`src/tcb_pkg.sv`:
```
/*
  tcb subsystem package
  bus widths, port map, region table, register indices and address views
*/
`default_nettype none

package tcb_pkg;

  ////////////////////
  // bus widths
  ////////////////////

  localparam int unsigned tcb_aw = 16;
  localparam int unsigned tcb_dw = 32;
  localparam int unsigned tcb_bw = tcb_dw / 8;

  ////////////////////
  // subordinate ports
  ////////////////////

  localparam int unsigned tcb_pn = 2;
  localparam int unsigned tcb_pl = $clog2(tcb_pn);

  localparam logic [tcb_pl-1:0] port_mem  = 1'd0;
  localparam logic [tcb_pl-1:0] port_gpio = 1'd1;

  // per port base address and mask of compared bits
  // memory 1 KiB at 0x0000, gpio 16 bytes at 0x1000
  localparam logic [tcb_aw-1:0] region_base [tcb_pn] = '{16'h0000, 16'h1000};
  localparam logic [tcb_aw-1:0] region_mask [tcb_pn] = '{16'hfc00, 16'hfff0};

  ////////////////////
  // subordinates
  ////////////////////

  localparam int unsigned mem_depth = 256;
  localparam int unsigned gpio_w    = 8;

  // gpio register indices, index 3 is invalid
  localparam logic [1:0] reg_out = 2'd0;
  localparam logic [1:0] reg_tgl = 2'd1;
  localparam logic [1:0] reg_in  = 2'd2;

  ////////////////////
  // address views
  ////////////////////

  // memory view, word index above byte offset
  typedef struct packed {
    logic [5:0] rgn;
    logic [7:0] idx;
    logic [1:0] off;
  } tcb_adr_mem_t;

  // register view, small index near the bottom
  typedef struct packed {
    logic [5:0] rgn;
    logic [5:0] unu;
    logic [1:0] idx;
    logic [1:0] off;
  } tcb_adr_gpr_t;

  typedef union packed {
    tcb_adr_mem_t mem;
    tcb_adr_gpr_t gpr;
  } tcb_adr_u;

endpackage : tcb_pkg

`default_nettype wire
```
`src/tcb_gpio.sv`:
```
/*
  tcb gpio register subordinate
  output, toggle and synchronized input registers, errors on bad accesses
*/
`timescale 1ns/1ns
`default_nettype none

module tcb_gpio (
  input  logic                          sub,
  input  logic                          reset,
  input  logic                          vld,
  input  logic                          wen,
  input  tcb_pkg::tcb_adr_u             adr,
  input  logic [tcb_pkg::tcb_bw-1:0]    ben,
  input  logic [tcb_pkg::tcb_dw-1:0]    wdt,
  output logic                          rdy,
  output logic [tcb_pkg::tcb_dw-1:0]    rdt,
  output logic                          err,
  input  logic [tcb_pkg::gpio_w-1:0]    gpio_in,
  output logic [tcb_pkg::gpio_w-1:0]    gpio_out
);

  import tcb_pkg::*;

  // output register
  logic [gpio_w-1:0] out_q;

  // two flop input synchronizer
  logic [gpio_w-1:0] in_meta;
  logic [gpio_w-1:0] in_sync;

  // access decode
  logic              trn;
  logic              hit;
  logic              bad;
  logic              ok_wr;
  logic [tcb_dw-1:0] rd_val;

  assign rdy = 1'b1;
  assign trn = vld && rdy;

  ////////////////////
  // decode
  ////////////////////

  // the decoder also sends unmatched addresses here
  assign hit = ((adr & region_mask[port_gpio]) == region_base[port_gpio]);

  // outside region, index 3, or write to the input register
  assign bad = !hit
            || (adr.gpr.idx == 2'd3)
            || (wen && (adr.gpr.idx == reg_in));

  assign ok_wr = trn && wen && !bad;

  always_comb begin
    rd_val = '0;
    case (adr.gpr.idx)
      reg_out: rd_val[gpio_w-1:0] = out_q;
      reg_in:  rd_val[gpio_w-1:0] = in_sync;
      // toggle reads as zero
      default: rd_val = '0;
    endcase
  end

  ////////////////////
  // registers
  ////////////////////

  always_ff @(posedge sub) begin
    if (reset) begin
      out_q <= '0;
    end else if (ok_wr) begin
      // byte lane 0 only
      if ((adr.gpr.idx == reg_out) && ben[0]) begin
        out_q <= wdt[gpio_w-1:0];
      end else if (adr.gpr.idx == reg_tgl) begin
        out_q <= out_q ^ wdt[gpio_w-1:0];
      end
    end
  end

  always_ff @(posedge sub) begin
    if (reset) begin
      in_meta <= '0;
      in_sync <= '0;
    end else begin
      in_meta <= gpio_in;
      in_sync <= in_meta;
    end
  end

  assign gpio_out = out_q;

  ////////////////////
  // response
  ////////////////////

  // errors and writes return zero data
  always_ff @(posedge sub) begin
    if (reset) begin
      rdt <= '0;
      err <= 1'b0;
    end else if (trn) begin
      rdt <= (wen || bad) ? '0 : rd_val;
      err <= bad;
    end
  end

  ////////////////////
  // checks
  ////////////////////

  property err_after_trn;
    @(posedge sub) disable iff (reset)
    $rose(err) |-> $past(trn);
  endproperty

  assert property (err_after_trn)
    else $error("tcb_gpio: error raised without a transfer");

endmodule : tcb_gpio

`default_nettype wire

```
`config.mk`:
```
export PLATFORM = sky130hd
export DESIGN_NAME = tcb_gpio
export DESIGN_NICKNAME = d
export VERILOG_FILES = /design/src/tcb_pkg.sv /design/src/tcb_gpio.sv
export SDC_FILE = /design/constraint.sdc
export NUM_CORES = 1
export LEC_CHECK = 0
export BUFFER_PORTS_ARGS = -buffer_cell sky130_fd_sc_hd__buf_2
export CAP_MARGIN = 0
export CORE_AREA = 2 2 66 68
export CTS_CLUSTER_DIAMETER = 120
export DETAILED_ROUTE_END_ITERATION = 10
export DIE_AREA = 0 0 68 70
export GPL_TIMING_DRIVEN = 0
export PLACE_DENSITY = 0.73
export SLEW_MARGIN = 20
export SYNTH_ARGS = -nofsm -noshare
export SYNTH_HDL_FRONTEND = slang
export SYNTH_SLANG_ARGS = --single-unit
```
`constraint.sdc`:
```
create_clock -name sub -period 2 [get_ports sub]
set_input_delay 0.3 -clock sub [delete_from_list [all_inputs] [get_ports sub]]
set_output_delay 0.3 -clock sub [all_outputs]
set_load 0.05 [all_outputs]
```
# Word-level counts from Yosys, hierarchy flattened
# Cells that the tools add are included.
# Widths: inputs -> output; s select.
# op_classes
addsub,0
n_mul,0
div,0
n_lt_le_gt_ge,0
eq_ne,4
n_shift,0
n_mux,4
n_bitwise,1
reduce_logical,12
# op_table
cell,n
$mux 8,3
$pmux 8 s2,1
$eq 12x9->1 const B,1
$xor 8x8->8,1
$eq 2x2->1 const B,2
$logic_and 1x1->1,4
$logic_or 1x1->1,3
$eq 2x1->1 const B,1
$logic_not 1->1,2
$logic_not 2->1,1
$reduce_and 2->1,1
$reduce_bool 2->1,1
# word_totals
register_bits,57
latch_bits,0
ram_bits,0
romBits,0
out_inout_bits,42
word_cells,26
n_memories,0

# Longest topological paths before layout
# depth
ltp_word,7
ltp_mapped,5
depth_no_buf,4

# Least setup slack after synthesis
# OpenSTA, ideal clock, no wires.
# synth_timing
path_type,in2reg
start,input port adr[4] (netlist bit)
end,register rdt[0] (netlist bit)
setup_ps,68
t_arrival_ps,1482
required_time_ps,1932
path_slack_ps,450
stages,5
n_path_buf,1
cell_sequence,nor4_4 nand4_4 or4_4 buf_6 o21ai_2
# synth_between
elab_chain_cells,6
# synth_rtl
item,line,source
start: declaration,tcb_gpio.sv:13,"input tcb_pkg::tcb_adr_u adr,"
$eq 12x9->1,tcb_gpio.sv:47,assign hit = ((adr & region_mask[port_gpio]) == region_base[port_gpio]);
$logic_not 1->1,tcb_gpio.sv:50,assign bad = !hit
$logic_or 1x1->1,tcb_gpio.sv:51,|| (adr.gpr.idx == 2'd3)
$logic_or 1x1->1,tcb_gpio.sv:52,|| (wen && (adr.gpr.idx == reg_in));
$logic_or 1x1->1,tcb_gpio.sv:105,rdt <= (wen || bad) ? '0 : rd_val;
$mux 8,tcb_gpio.sv:105,
end signal: assignment,tcb_gpio.sv:105,
end: declaration,tcb_gpio.sv:17,"output logic [tcb_pkg::tcb_dw-1:0] rdt,"
# Every way passes these cells.
# A chain may end at the register's enable or synchronous reset.

# Final worst setup path
# layout_timing
start,input port adr[2] (netlist bit)
end,"register out_q[5], in the netlist gpio_out[5]"
# layout_between
elab_chain_cells,6
elab_cells_between_ends,13
cone_classes,eq/ne: 3; mux: 1; reduce/logical: 9
# layout_rtl
item,line,source
$eq 2x2->1 (on tied branches),"tcb_gpio.sv:51, tcb_gpio.sv:52",
$logic_or 1x1->1 / $logic_and 1x1->1 (equally long branches),"tcb_gpio.sv:51, tcb_gpio.sv:52",
$logic_or 1x1->1,tcb_gpio.sv:52,
$logic_not 1->1,tcb_gpio.sv:54,assign ok_wr = trn && wen && !bad;
$logic_and 1x1->1,tcb_gpio.sv:54,
$reduce_and 2->1 (no source line),--,
end signal: assignment,tcb_gpio.sv:76,out_q <= wdt[gpio_w-1:0];
end signal: assignment,tcb_gpio.sv:78,out_q <= out_q ^ wdt[gpio_w-1:0];
end: declaration,tcb_gpio.sv:26,logic [gpio_w-1:0] out_q;
# Parallel ways exist; a longest one is shown, timed or not.

==> reports/metrics.cfg <==
[route]
wirelength_mm = 3.28
first_pass_iters = 4
avgViaCountPerCell = 4.45
num_vias = 1309
drt_iter0_drc = 45
final_antenna_net_count = 0
wire_per_inst_um = 11.2
drc = 0

[clocking]
clk_latency_ps = 270
post-cts-setup-buffers = 0
cts_buffer_depth = 2
clock-sinks = 33
cts_resized = 0
numCtsBuffers = 5
clk_pin_slew_ps = 60
clock_tree.root_cell = clkbuf_8
h-tree-depth = 2
cts_tree = done
cts_hold_buf = 0

[power_and_ir_drop]
combPwrFrac_pct = 17.8
switchingPower_w = 0.000386
peakVddDrop_v = 0.000407
leakagePower_nw = 0.953
power_density_mw_per_mm2 = 684
p_sw_share_pct = 27.3
p_seq_share_pct = 47.9
internal_power_w = 0.00103
clockPowerShare_pct = 34.3

[sta]
setup_viol = 0
fin_tns_setup_ps = 0
worst_pin_slew_ps = 662
fin_crit_ps = 1530
finalHoldViolCount = 0
rsz0062_at_grt = no
fin_ws_ps = 472
finalMaxSlewViolations = 0
slew_headroom_pct = 55.6
period_share_pct = 76.4
final.setup_skew_ps = 6.04
fmax_mhz = 654

[logic_synthesis]
ys_seq_elements = 33
synth-edff-count = 0
synth_top_area_share_pct = 41.9
syn_avg_cell_area_um2 = 9.74
yosysMostFrequentCell = dfxtp_1
synth_ff_type = dfxtp_1
synth_cell_type_count = 24
yosysWarnings = 0
syn_area_mm2 = 0.00158
yosys-top-cells-area = dfxtp_1 42%, buf_4 12%, nor2b_1 7.1%
yosys-top-cells-count = 33 x dfxtp_1, 25 x buf_4, 18 x nor2b_1
async_flop_share_pct = 0
post-synth-top-area-cell = dfxtp_1
yosysSeqAreaShare_pct = 41.9
synth_cells = 162

[critical_path]
cp-end-kind = register
crit_required_ps = 2140
start_kind = input pin
cpPeakStageDelay_ps = 420
critPathKind = input pin to register
cp_max_fo = 10
crit_chain = buf_2 > nor3b_2 > clkbuf_1 > nor2_1 > o31ai_1 > a31oi_1
crit_slowest_cell = nor3b_2
worstPathArrival_ps = 1660

[hold_path]
hp-class = input pin to register

[placement]
portBuffers = 50
gp_congestion = 0.779
pre_cts_ws_ps = 186
hpwlAfterDp_mm = 2.53
placed_cells = 287

[grt]
grtUsageTotal_pct = 14.5
grt_pass1_wl_mm = 5.24
grt_start_max_net_pins = 11
grt_pass1_vias = 1198
antenna_found_initial = 0
grt_overflow = 0

[finish]
num_antenna_cells = 0
drive_above_1_share_pct = 40.9
fin_util_pct = 49.8
fillers = 403
final_nets = 306
area_delta_synth_final_pct = 30.9
instances_no_fill = 294

[floorplan]
die_w_um = 68
dieArea_mm2 = 0.00476
pin_count = 106
start_util_pct = 38.1
core_area_mm2 = 0.00414
die_h_um = 70
rows = 24

[outcome]
status = complete, no violations

[job]
cap_viol_max_count = 0

-- worst max-delay path: cells and delay by family --
kind            cells  cell delay [ps]
simple gates        2              500
compound gates      2              320
buf+inv             2              540
-- final cells by class --
| class | instances | area, um^2 | share of cell area, % |
|---|---|---|---|
| clock buffers | 7 | 86.3 | 4.18 |
| well taps | 52 | 65.1 | 3.15 |
| multi-input cells | 120 | 779 | 37.7 |
| plain buffers | 32 | 224 | 10.8 |
| repair buffers | 50 | 250 | 12.1 |
| flip-flops and latches | 33 | 661 | 32.0 |
-- cells in the final DEF (no fill, tap or decap), drive strengths merged, types with 2 or more instances in the layout --
cell type / Yosys / final
clkbuf: 4 / 11
mux2i: 8 / 8
nor2: 10 / 10
a31oi: 8 / 8
nor2b: 18 / 18
nor3b: 2 / 2
nor4: 2 / 2
nand3: 8 / 8
nand2: 8 / 8
conb: 2 / 25
nand4b: 8 / 8
o21ai: 10 / 10
dfxtp: 33 / 33
buf: 28 / 78
o31ai: 8 / 8
-- power groups by stage --
stage	Sequential, W	Combinational (W)	Clock (W)
5_1_grt	0.000679	0.000269	0.000533
4_1_cts	0.000677	0.000251	0.000501
2_1_floorplan	0.000696	0.000190	0
3_3_place_gp	0.000692	0.000248	0
6_report	0.000677	0.000252	0.000485
3_5_place_dp	0.000692	0.000251	0
-- kinds of logic (layout without fill, tap and decap cells) --
group	Yosys count	count (layout)	share of synthesized area, %
muxes	8	8	5.08
and+or+nand+nor	59	59	25.4
DFF	33	33	41.9
other	2	25	0.476
AOI/OAI and AO/OA	28	28	13.0
buffers and inverters	32	89	14.2
-- sequential cells by signal, summed over array words and instances, names as in the netlist --
signal,cells
gpio_out,8
in_meta,8
in_sync,8
rdt,8
err,1
-- routing by layer --
layer | up-vias | global-route usage [%] | share of wire, %
li1 | 679 | - | -
met1 | 577 | 17.5 | 39
met2 | 51 | 23.6 | 50
met3 | 2 | 5.15 | 10
met4 | 0 | 4.67 | 0.49
met5 | - | 0 | 0
-- stage by stage --
| stage | hold slack (ps) | power (W) | cell area [um^2] |
|---|---|---|---|
| 2_1_floorplan | 414 | 0.000886 | 1660 |
| 3_3_place_gp | 418 | 0.000940 | 1980 |
| 3_5_place_dp | 422 | 0.000943 | 1980 |
| 4_1_cts | 226 | 0.00143 | 2070 |
| 5_1_grt | 237 | 0.00148 | 2070 |
| 6_report | 235 | 0.00141 | 2070 |
-- final timing paths --
kind | startpoint | to | slack [ps] | cells after the start
worst max-delay path | adr[2] | gpio_out[5] | 470 | 6
worst min-delay path | gpio_in[3] | in_meta[3] | 230 | 2
worst min register to register | in_meta[7] | in_sync[7] | 440 | 1
worst max register to register | gpio_out[4] | gpio_out[4] | 1200 | 2
No activity file was read; power rests on OpenSTA's default activity.
