===== src/tcb_pkg.sv =====
/*
  tcb subsystem package
  bus widths, port map, region table, register indices and address views
*/
`default_nettype none

package tcb_pkg;

  ////////////////////
  // bus widths
  ////////////////////

  localparam int unsigned tcb_aw = 16;
  localparam int unsigned tcb_dw = 32;
  localparam int unsigned tcb_bw = tcb_dw / 8;

  ////////////////////
  // subordinate ports
  ////////////////////

  localparam int unsigned tcb_pn = 2;
  localparam int unsigned tcb_pl = $clog2(tcb_pn);

  localparam logic [tcb_pl-1:0] port_mem  = 1'd0;
  localparam logic [tcb_pl-1:0] port_gpio = 1'd1;

  // per port base address and mask of compared bits
  // memory 1 KiB at 0x0000, gpio 16 bytes at 0x1000
  localparam logic [tcb_aw-1:0] region_base [tcb_pn] = '{16'h0000, 16'h1000};
  localparam logic [tcb_aw-1:0] region_mask [tcb_pn] = '{16'hfc00, 16'hfff0};

  ////////////////////
  // subordinates
  ////////////////////

  localparam int unsigned mem_depth = 256;
  localparam int unsigned gpio_w    = 8;

  // gpio register indices, index 3 is invalid
  localparam logic [1:0] reg_out = 2'd0;
  localparam logic [1:0] reg_tgl = 2'd1;
  localparam logic [1:0] reg_in  = 2'd2;

  ////////////////////
  // address views
  ////////////////////

  // memory view, word index above byte offset
  typedef struct packed {
    logic [5:0] rgn;
    logic [7:0] idx;
    logic [1:0] off;
  } tcb_adr_mem_t;

  // register view, small index near the bottom
  typedef struct packed {
    logic [5:0] rgn;
    logic [5:0] unu;
    logic [1:0] idx;
    logic [1:0] off;
  } tcb_adr_gpr_t;

  typedef union packed {
    tcb_adr_mem_t mem;
    tcb_adr_gpr_t gpr;
  } tcb_adr_u;

endpackage : tcb_pkg

`default_nettype wire

===== src/tcb_dmx.sv =====
/*
  tcb demultiplexer
  fans the request to one port, muxes ready and the delayed response back
*/
`timescale 1ns/1ns
`default_nettype none

module tcb_dmx (
  input  logic                          sub,
  input  logic                          reset,
  // manager side
  input  logic [tcb_pkg::tcb_pl-1:0]    sel,
  input  logic                          vld,
  input  logic                          wen,
  input  tcb_pkg::tcb_adr_u             adr,
  input  logic [tcb_pkg::tcb_bw-1:0]    ben,
  input  logic [tcb_pkg::tcb_dw-1:0]    wdt,
  output logic                          rdy,
  output logic [tcb_pkg::tcb_dw-1:0]    rdt,
  output logic                          err,
  // subordinate side
  output logic                          man_vld [tcb_pkg::tcb_pn],
  output logic                          man_wen [tcb_pkg::tcb_pn],
  output tcb_pkg::tcb_adr_u             man_adr,
  output logic [tcb_pkg::tcb_bw-1:0]    man_ben,
  output logic [tcb_pkg::tcb_dw-1:0]    man_wdt,
  input  logic                          man_rdy [tcb_pkg::tcb_pn],
  input  logic [tcb_pkg::tcb_dw-1:0]    man_rdt [tcb_pkg::tcb_pn],
  input  logic                          man_err [tcb_pkg::tcb_pn]
);

  import tcb_pkg::*;

  // port of the last accepted request
  logic [tcb_pl-1:0] rsp_sel;

  // valids packed for the onehot check
  logic [tcb_pn-1:0] vld_vec;

  // transfer this cycle
  logic trn;

  ////////////////////
  // request
  ////////////////////

  always_comb begin
    for (int unsigned i = 0; i < tcb_pn; i++) begin
      // only the selected port sees valid
      man_vld[i] = vld && (sel == tcb_pl'(i));
      man_wen[i] = wen;
      vld_vec[i] = man_vld[i];
    end
  end

  // payload shared by all ports
  assign man_adr = adr;
  assign man_ben = ben;
  assign man_wdt = wdt;

  // ready in the request phase
  assign rdy = man_rdy[sel];
  assign trn = vld && rdy;

  ////////////////////
  // response
  ////////////////////

  // follow the request into its response cycle
  always_ff @(posedge sub) begin
    if (reset) begin
      rsp_sel <= port_mem;
    end else if (trn) begin
      rsp_sel <= sel;
    end
  end

  assign rdt = man_rdt[rsp_sel];
  assign err = man_err[rsp_sel];

  ////////////////////
  // checks
  ////////////////////

  property vld_onehot;
    @(posedge sub) disable iff (reset)
    $onehot0(vld_vec);
  endproperty

  // accepted by the selected port, answered from it next cycle
  property rsp_follows;
    @(posedge sub) disable iff (reset)
    trn |-> man_vld[sel] && man_rdy[sel] ##1 (rsp_sel == $past(sel));
  endproperty

  assert property (vld_onehot)
    else $error("tcb_dmx: more than one subordinate valid");
  assert property (rsp_follows)
    else $error("tcb_dmx: response not taken from the accepting port");

endmodule : tcb_dmx

`default_nettype wire


===== config.mk =====
export PLATFORM = sky130hd
export DESIGN_NAME = tcb_dmx
export DESIGN_NICKNAME = d
export VERILOG_FILES = /design/src/tcb_pkg.sv /design/src/tcb_dmx.sv
export SDC_FILE = /design/constraint.sdc
export NUM_CORES = 1
export LEC_CHECK = 0
export ABC_AREA = 1
export BUFFER_PORTS_ARGS = -buffer_cell sky130_fd_sc_hd__buf_2
export CAP_MARGIN = 20
export CORE_AREA = 2 2 83 85
export CTS_CLUSTER_SIZE = 28
export DETAILED_ROUTE_END_ITERATION = 10
export DIE_AREA = 0 0 85 87
export HOLD_SLACK_MARGIN = 0.12
export PLACE_DENSITY = 0.57
export SETUP_SLACK_MARGIN = 0.2
export SYNTH_ARGS = -nofsm -noshare
export SYNTH_HDL_FRONTEND = slang
export SYNTH_SLANG_ARGS = --single-unit

===== constraint.sdc =====
create_clock -name sub -period 0.92 [get_ports sub]
set_input_delay 0.138 -clock sub [delete_from_list [all_inputs] [get_ports sub]]
set_output_delay 0.138 -clock sub [all_outputs]
set_load 0.05 [all_outputs]

Word level (Yosys, flattened, before mapping). Cells that the tools add are included.

Logic and storage cells: 18. Memories: 0. Output and inout bits: 90. RAM bits: 0. Memory bits (read-only): 0. Register bits after elaboration: 1. Bits in latches: 0.

Divide/modulo/power cells: 0. $mul: 0. Equality and inequality tests: 0. Shift operators: 0. Reductions and logical operators: 3. Order comparisons: 2. Add/subtract/negate cells: 0. Mux-type cells: 9. Bitwise logic cells: 3.

Operator list (count): $mux 32 (3); $mux 1 (6); $ge 2x2->1 const B (2); $not 1->2 (2); $logic_and 1x1->1 (3); $not 1->1 (1).

Longest topological paths before layout. Gate-level depths: netlist of run 1.

Depth in word-level cells: 5. Gate-level depth with buffers: 4. Gate-level depth less buffers: 4.

Least setup slack after synthesis of run 1. No wires, ideal clock.

Path kind: register -> output. Start point: register rsp_sel. End point: output port rdt[10] in the netlist's numbering. Arrival time: 966 ps. Stages on the path, launching flop included: 4. Setup slack: -184 ps. Required time: 782 ps. Path through: dfxtp_1 -> buf_6 -> buf_12 -> mux2_4.

Cells in the longest elaborated chain, start to end: 4.

Ends and longest elaborated chain: start: declaration (RTL line tcb_dmx.sv:35) `logic [tcb_pl-1:0] rsp_sel;`; start signal: assignment (RTL line tcb_dmx.sv:72) `rsp_sel <= port_mem;`; start signal: assignment (RTL line tcb_dmx.sv:74) `rsp_sel <= sel;`; $not 1->2 (implied by the code) (RTL line tcb_dmx.sv:78) `assign rdt = man_rdt[rsp_sel];`; $mux 32 (implied by the code) (3 in a row) (RTL line tcb_dmx.sv:78); end: declaration (RTL line tcb_dmx.sv:19) `output logic [tcb_pkg::tcb_dw-1:0] rdt,`.

Every way passes these cells. The select of a mux whose other input is x is not followed.

Worst setup path after layout of run 1. Ends and elaborated chain as after synthesis.

==> impl_metrics.csv, run 1 <==
group,metric,value,unit
global_routing,grt_overflow,0,
cells_and_area,largest_registers,"rsp_sel (1)",
synthesis,synth_adder_area_share,0,
drt,drc,0,
worst_setup_path,cp-end-kind,"primary output",
drt,via_per_inst,3.67,
cts,cts_hold_buf,0,
cells_and_area,fillerInstances,714,
synthesis,yosys_register_bits,1,
run_status,status,"complete, but fails checks",
cells_and_area,final_layout_size_suffix_gt1_frac,0.962,
sta,rsz0062_at_grt,"yes",
floorplanning,die_x,85,µm
worst_setup_path,arrival,1.06,ns
cells_and_area,top_register,"rsp_sel",
synthesis,synth_area_leaders,"mux2_4 (42%), buf_4 (40%), buf_12 (5.9%)",
synthesis,yosys.area_share.simple,0.0305,
cells_and_area,final_common_cell,"buf_2",
job,cap_violations,0,
global_routing,grt_max_degree,14,
cells_and_area,nets,286,
power,power.density,776,nW/µm²
floorplanning,initial_core_util,0.156,
sta,max-slew-margin-rel,0.896,
place,dpl.hpwl,2120,µm
sta,fin_tns_setup,-8.61,ns
synthesis,synthMuxAreaShare,0.469,
worst_setup_path,critPathRequiredTime,0.78,ns
floorplanning,io_pins,215,
synthesis,synth_area,1020,µm²
synthesis,synth_nets,229,
synthesis,synth_top_cell_by_area,"mux2_4",
synthesis,synth_top_family_by_area,"buffers and inverters",
floorplanning,rows,30,
cells_and_area,syn2layout_area_growth,54.2,%
worst_setup_path,path_class,"register to primary output",
drt,drt-total-wl,2710,µm
drt,vias,876,
synthesis,yosys_warnings,0,
sta,hold_violations,0,
global_routing,grt_pass1_wl,3880,µm
synthesis,synth-xor-area-share,0,
place,portBuffers,107,
global_routing,globalRouteTotalUtil,0.0617,
sta,finClkSkew,0,ns
cells_and_area,largest_reg_flops,1,
synthesis,synth_compound_area_frac,0.00488,
sta,setup_slack,-0.282,ns
cts,clkTransAtPathRegs,0,ns
global_routing,grt_pass1_vias,884,
worst_hold_path,hp-class,"input port to primary output",
sta,fin_crit_sh,1.31,
floorplanning,die_y,87,µm
sta,period_needed,1.20,ns
run_status,violations,"setup timing",
synthesis,netlist-cell-type-count,11,
power,p_leak,0.836,nW
drt,ant_nets,0,
synthesis,avgSynthCellArea,9.85,µm²
sta,setup_viol,34,
drt,dr.pass1.iters,2,
drt,first_iter_violations,5,
power,irDropWorstVdd,341,µV
sta,slew_viol_final,0,
synthesis,synth_top_area_share,0.425,
floorplanning,core-area,6570,µm²
cts,worstSkewPairLatency,0,ns
cells_and_area,num_antenna_cells,0,
worst_setup_path,cp-start-kind,"register",
place,place.gp.congestion,0.613,
sta,fmax,0.832,GHz
synthesis,syn_inst,104,
global_routing,grt_antenna_before_repair,0,
worst_setup_path,crit_path_max_fanout,13,
sta,fin_hold_ws,0.276,ns
drt,routedWlPerCell,11.3,µm
synthesis,synth_seq_area_share,0.0195,
floorplanning,dieArea,7400,µm²
power,power,1.23,mW
place,dpl_worst_slack,-0.349,ns
sta,worstMarginPinSlew,0.157,ns
cells_and_area,final_cell_mix,"buf_2 (70), buf_6 (35), mux2_4 (33)",
-- critical path: stages (launching register included) --
cell     delay (ns)
dfxtp_4        0.41
buf_16         0.18
mux2_4         0.31
buf_6          0.15
-- stage by stage --
| step | cells | area [µm²] | util |
|---|---|---|---|
| CTS | 238 | 1530 | 0.233 |
| global route | 239 | 1580 | 0.241 |
| floorplan | 104 | 1030 | - |
| finish | 239 | 1580 | 0.241 |
| global placement | 235 | 1210 | 0.185 |
| detailed placement | 235 | 1210 | 0.185 |
-- synth_stat cells --
cell type,count
buf_12,3
dfxtp_1,1
mux2_4,29
buf_6,1
inv_1,3
nor2_1,1
buf_4,54
mux2_2,4
nand3_1,1
nand2_1,6
a21oi_1,1
-- power breakdown --
part	switching (mW)	total, mW	internal (mW)
combinational	0.619	1.17	0.553
clock	0	0	0
sequential	0.00866	0.0540	0.0454
-- repair_timing --
item                       4_1_cts  5_1_grt
pin swaps                        3        2
gates cloned                     2        0
gates resized for setup         83       12
setup buffers                    1        1
setup endpoints to repair       37       37
-- routing by layer --
| metal | up-vias | global-route usage | part of all wire |
|---|---|---|---|
| met1 | 392 | 0.0616 | 0.30 |
| li1 | 400 | - | - |
| met4 | 0 | 0.0101 | 0.0059 |
| met3 | 6 | 0.0246 | 0.15 |
| met5 | - | 0 | 0 |
| met2 | 78 | 0.121 | 0.54 |
-- cells by family (layout without fill, tap and decap cells) --
family	count (synthesis)	in the layout
buffers and inverters	61	116
muxes	33	33
and+or+nand+nor	8	8
AOI/OAI and AO/OA	1	1
DFF	1	1
-- layout make-up --
| type | instances | area, µm² | area share |
|---|---|---|---|
| flip-flops and latches | 1 | 23.8 | 0.0150 |
| repair buffers | 113 | 895 | 0.566 |
| multi-input cells | 42 | 551 | 0.348 |
| well taps | 80 | 100 | 0.0633 |
| inverters | 3 | 11.3 | 0.00713 |
-- worst paths after layout --
kind | slack, ns | endpoint | start | depth (start not counted)
max | -0.28 | rdt[10] | rsp_sel | 3
min | 0.28 | man_adr[10] | adr[10] | 0
max reg2reg | -0.05 | rsp_sel | rsp_sel | 5
min reg2reg | 0.87 | rsp_sel | rsp_sel | 5
Note: power is estimated with default switching activity, not from simulation.
==> run 2, diff against run 1 <==
--- a/config.mk
+++ b/config.mk
@@ -15,6 +15,7 @@
 export HOLD_SLACK_MARGIN = 0.12
 export PLACE_DENSITY = 0.57
 export SETUP_SLACK_MARGIN = 0.2
+export SKIP_CTS_REPAIR_TIMING = 1
 export SYNTH_ARGS = -nofsm -noshare
 export SYNTH_HDL_FRONTEND = slang
 export SYNTH_SLANG_ARGS = --single-unit
==> impl_metrics.csv, run 2 (synthesis results as in run 1) <==
group,metric,value,unit
cells_and_area,final_common_cell,"buf_2",
sta,fin_tns_setup,-8.48,ns
sta,period_needed,1.20,ns
cells_and_area,top_register,"rsp_sel",
sta,rsz0062_at_grt,"yes",
drt,first_iter_violations,3,
worst_setup_path,reg2reg_to,"rsp_sel",
worst_setup_path,r2r_start,"rsp_sel",
drt,dr.pass1.iters,2,
worst_setup_path,r2r_cells,4,
floorplanning,io_pins,215,
place,portBuffers,107,
worst_setup_path,slowest_stage,"dfxtp_4",
floorplanning,core-area,6570,µm²
worst_setup_path,critPathRequiredTime,0.78,ns
drt,vias,876,
sta,fin_crit_sh,1.30,
worst_setup_path,r2r_setup_slack,0,ns
worst_setup_path,crit_path_max_fanout,7,
sta,setup_slack,-0.280,ns
place,place.gp.congestion,0.613,
drt,routedWlPerCell,12.0,µm
sta,fmax,0.833,GHz
worst_hold_path,hp-class,"input port to primary output",
cells_and_area,nets,286,
worst_setup_path,critPathBufInv,2,
floorplanning,initial_core_util,0.156,
floorplanning,die_x,85,µm
worst_setup_path,worstPathCellList,"clkbuf_16 > mux2_4 > buf_8",
power,swShare,0.512,
sta,fin_hold_ws,0.276,ns
worst_setup_path,cp-end-kind,"primary output",
power,p_sw,0.631,mW
drt,drt-total-wl,2870,µm
drt,ant_nets,0,
global_routing,grt_pass1_vias,741,
sta,hold_violations,0,
cells_and_area,largest_registers,"rsp_sel (1)",
sta,max-slew-margin-rel,0.899,
worst_hold_path,hold_path.startpoint,"adr[10]",
sta,worstMarginPinSlew,0.151,ns
worst_setup_path,arrival,1.06,ns
cts,clkTransAtPathRegs,0,ns
worst_hold_path,hold_depth,0,
cells_and_area,syn2layout_area_growth,54.5,%
cells_and_area,num_antenna_cells,0,
global_routing,globalRouteTotalUtil,0.0493,
worst_setup_path,crit_family,"flip-flops",
global_routing,grt_antenna_before_repair,0,
worst_hold_path,hold_end,"man_adr[10]",
power,p_comb_frac,0.956,
worst_setup_path,cpPeakStageDelay,0.41,ns
power,p_int,0.600,mW
power,pwr-share-clk,0,
place,dpl.hpwl,2120,µm
sta,finClkSkew,0,ns
cts,worstSkewPairLatency,0,ns
power,p_leak,0.837,nW
power,irDropWorstVdd,342,µV
floorplanning,rows,30,
floorplanning,die_y,87,µm
sta,setup_viol,33,
power,seq_power_share,0.044,
worst_setup_path,path_class,"register to primary output",
drt,via_per_inst,3.67,
drt,drc,0,
global_routing,grt_max_degree,28,
power,power.density,778,nW/µm²
run_status,status,"complete, but fails checks",
cells_and_area,final_layout_size_suffix_gt1_frac,0.962,
worst_setup_path,cp-start-kind,"register",
run_status,violations,"setup timing",
global_routing,grt_pass1_wl,3130,µm
cells_and_area,final_cell_mix,"buf_2 (70), mux2_4 (33), buf_6 (31)",
global_routing,grt_overflow,0,
floorplanning,dieArea,7400,µm²
cells_and_area,largest_reg_flops,1,
job,cap_violations,0,
sta,slew_viol_final,0,
## run 2: routing by layer
metal	wire length, µm	GRT usage	vias to the layer above
li1	-	-	397
met1	881	0.0486	395
met2	1570	0.0930	78
met3	403	0.0246	6
met4	16	0.0101	0
met5	0	0	-
## run 2: worst max path at each step
stage	slack [ns]	cells after the start	endpoint	from
2_1_floorplan	-0.18	3	rdt[10]	rsp_sel
3_3_place_gp	-0.33	3	err	rsp_sel
3_5_place_dp	-0.35	3	rdt[0]	rsp_sel
4_1_cts	-0.35	3	rdt[0]	rsp_sel
5_1_grt	-0.31	3	rdt[2]	rsp_sel
6_report	-0.28	3	rdt[2]	rsp_sel
## run 2: final cells by class
type,instances,area [µm²]
timing repair buffer,113,897
sequential,1,23.8
fill,710,4990
inverter,3,11.3
multi-input combinational,42,551
tap,80,100
## run 2: worst reg2reg max path: cells and delay by family, from the launching register on
family / cells / cell delay [ns]
AND/OR/NAND/NOR: 1 / 0.04
flip-flops: 1 / 0.41
AO/OA/AOI/OAI: 1 / 0.12
buffers and inverters: 2 / 0.27
## run 2: power by group through the flow
stage,logic (mW),clock network (mW),registers (mW)
after global routing,1.23,0,0.0546
after CTS,0.938,0,0.0493
after detailed placement,0.936,0,0.0493
final,1.18,0,0.0536
after global placement,0.929,0,0.0490
after floorplan,1.34,0,0.0477
## run 2: through the flow
stage	area [µm²]	instances	utilization	power [mW]	setup slack, ns
4_1_cts	1210	235	0.185	0.987	-0.350
5_1_grt	1580	239	0.241	1.28	-0.311
3_3_place_gp	1210	235	0.185	0.978	-0.335
2_1_floorplan	1030	104	-	1.38	-0.176
6_report	1580	239	0.241	1.23	-0.280
3_5_place_dp	1210	235	0.185	0.985	-0.349
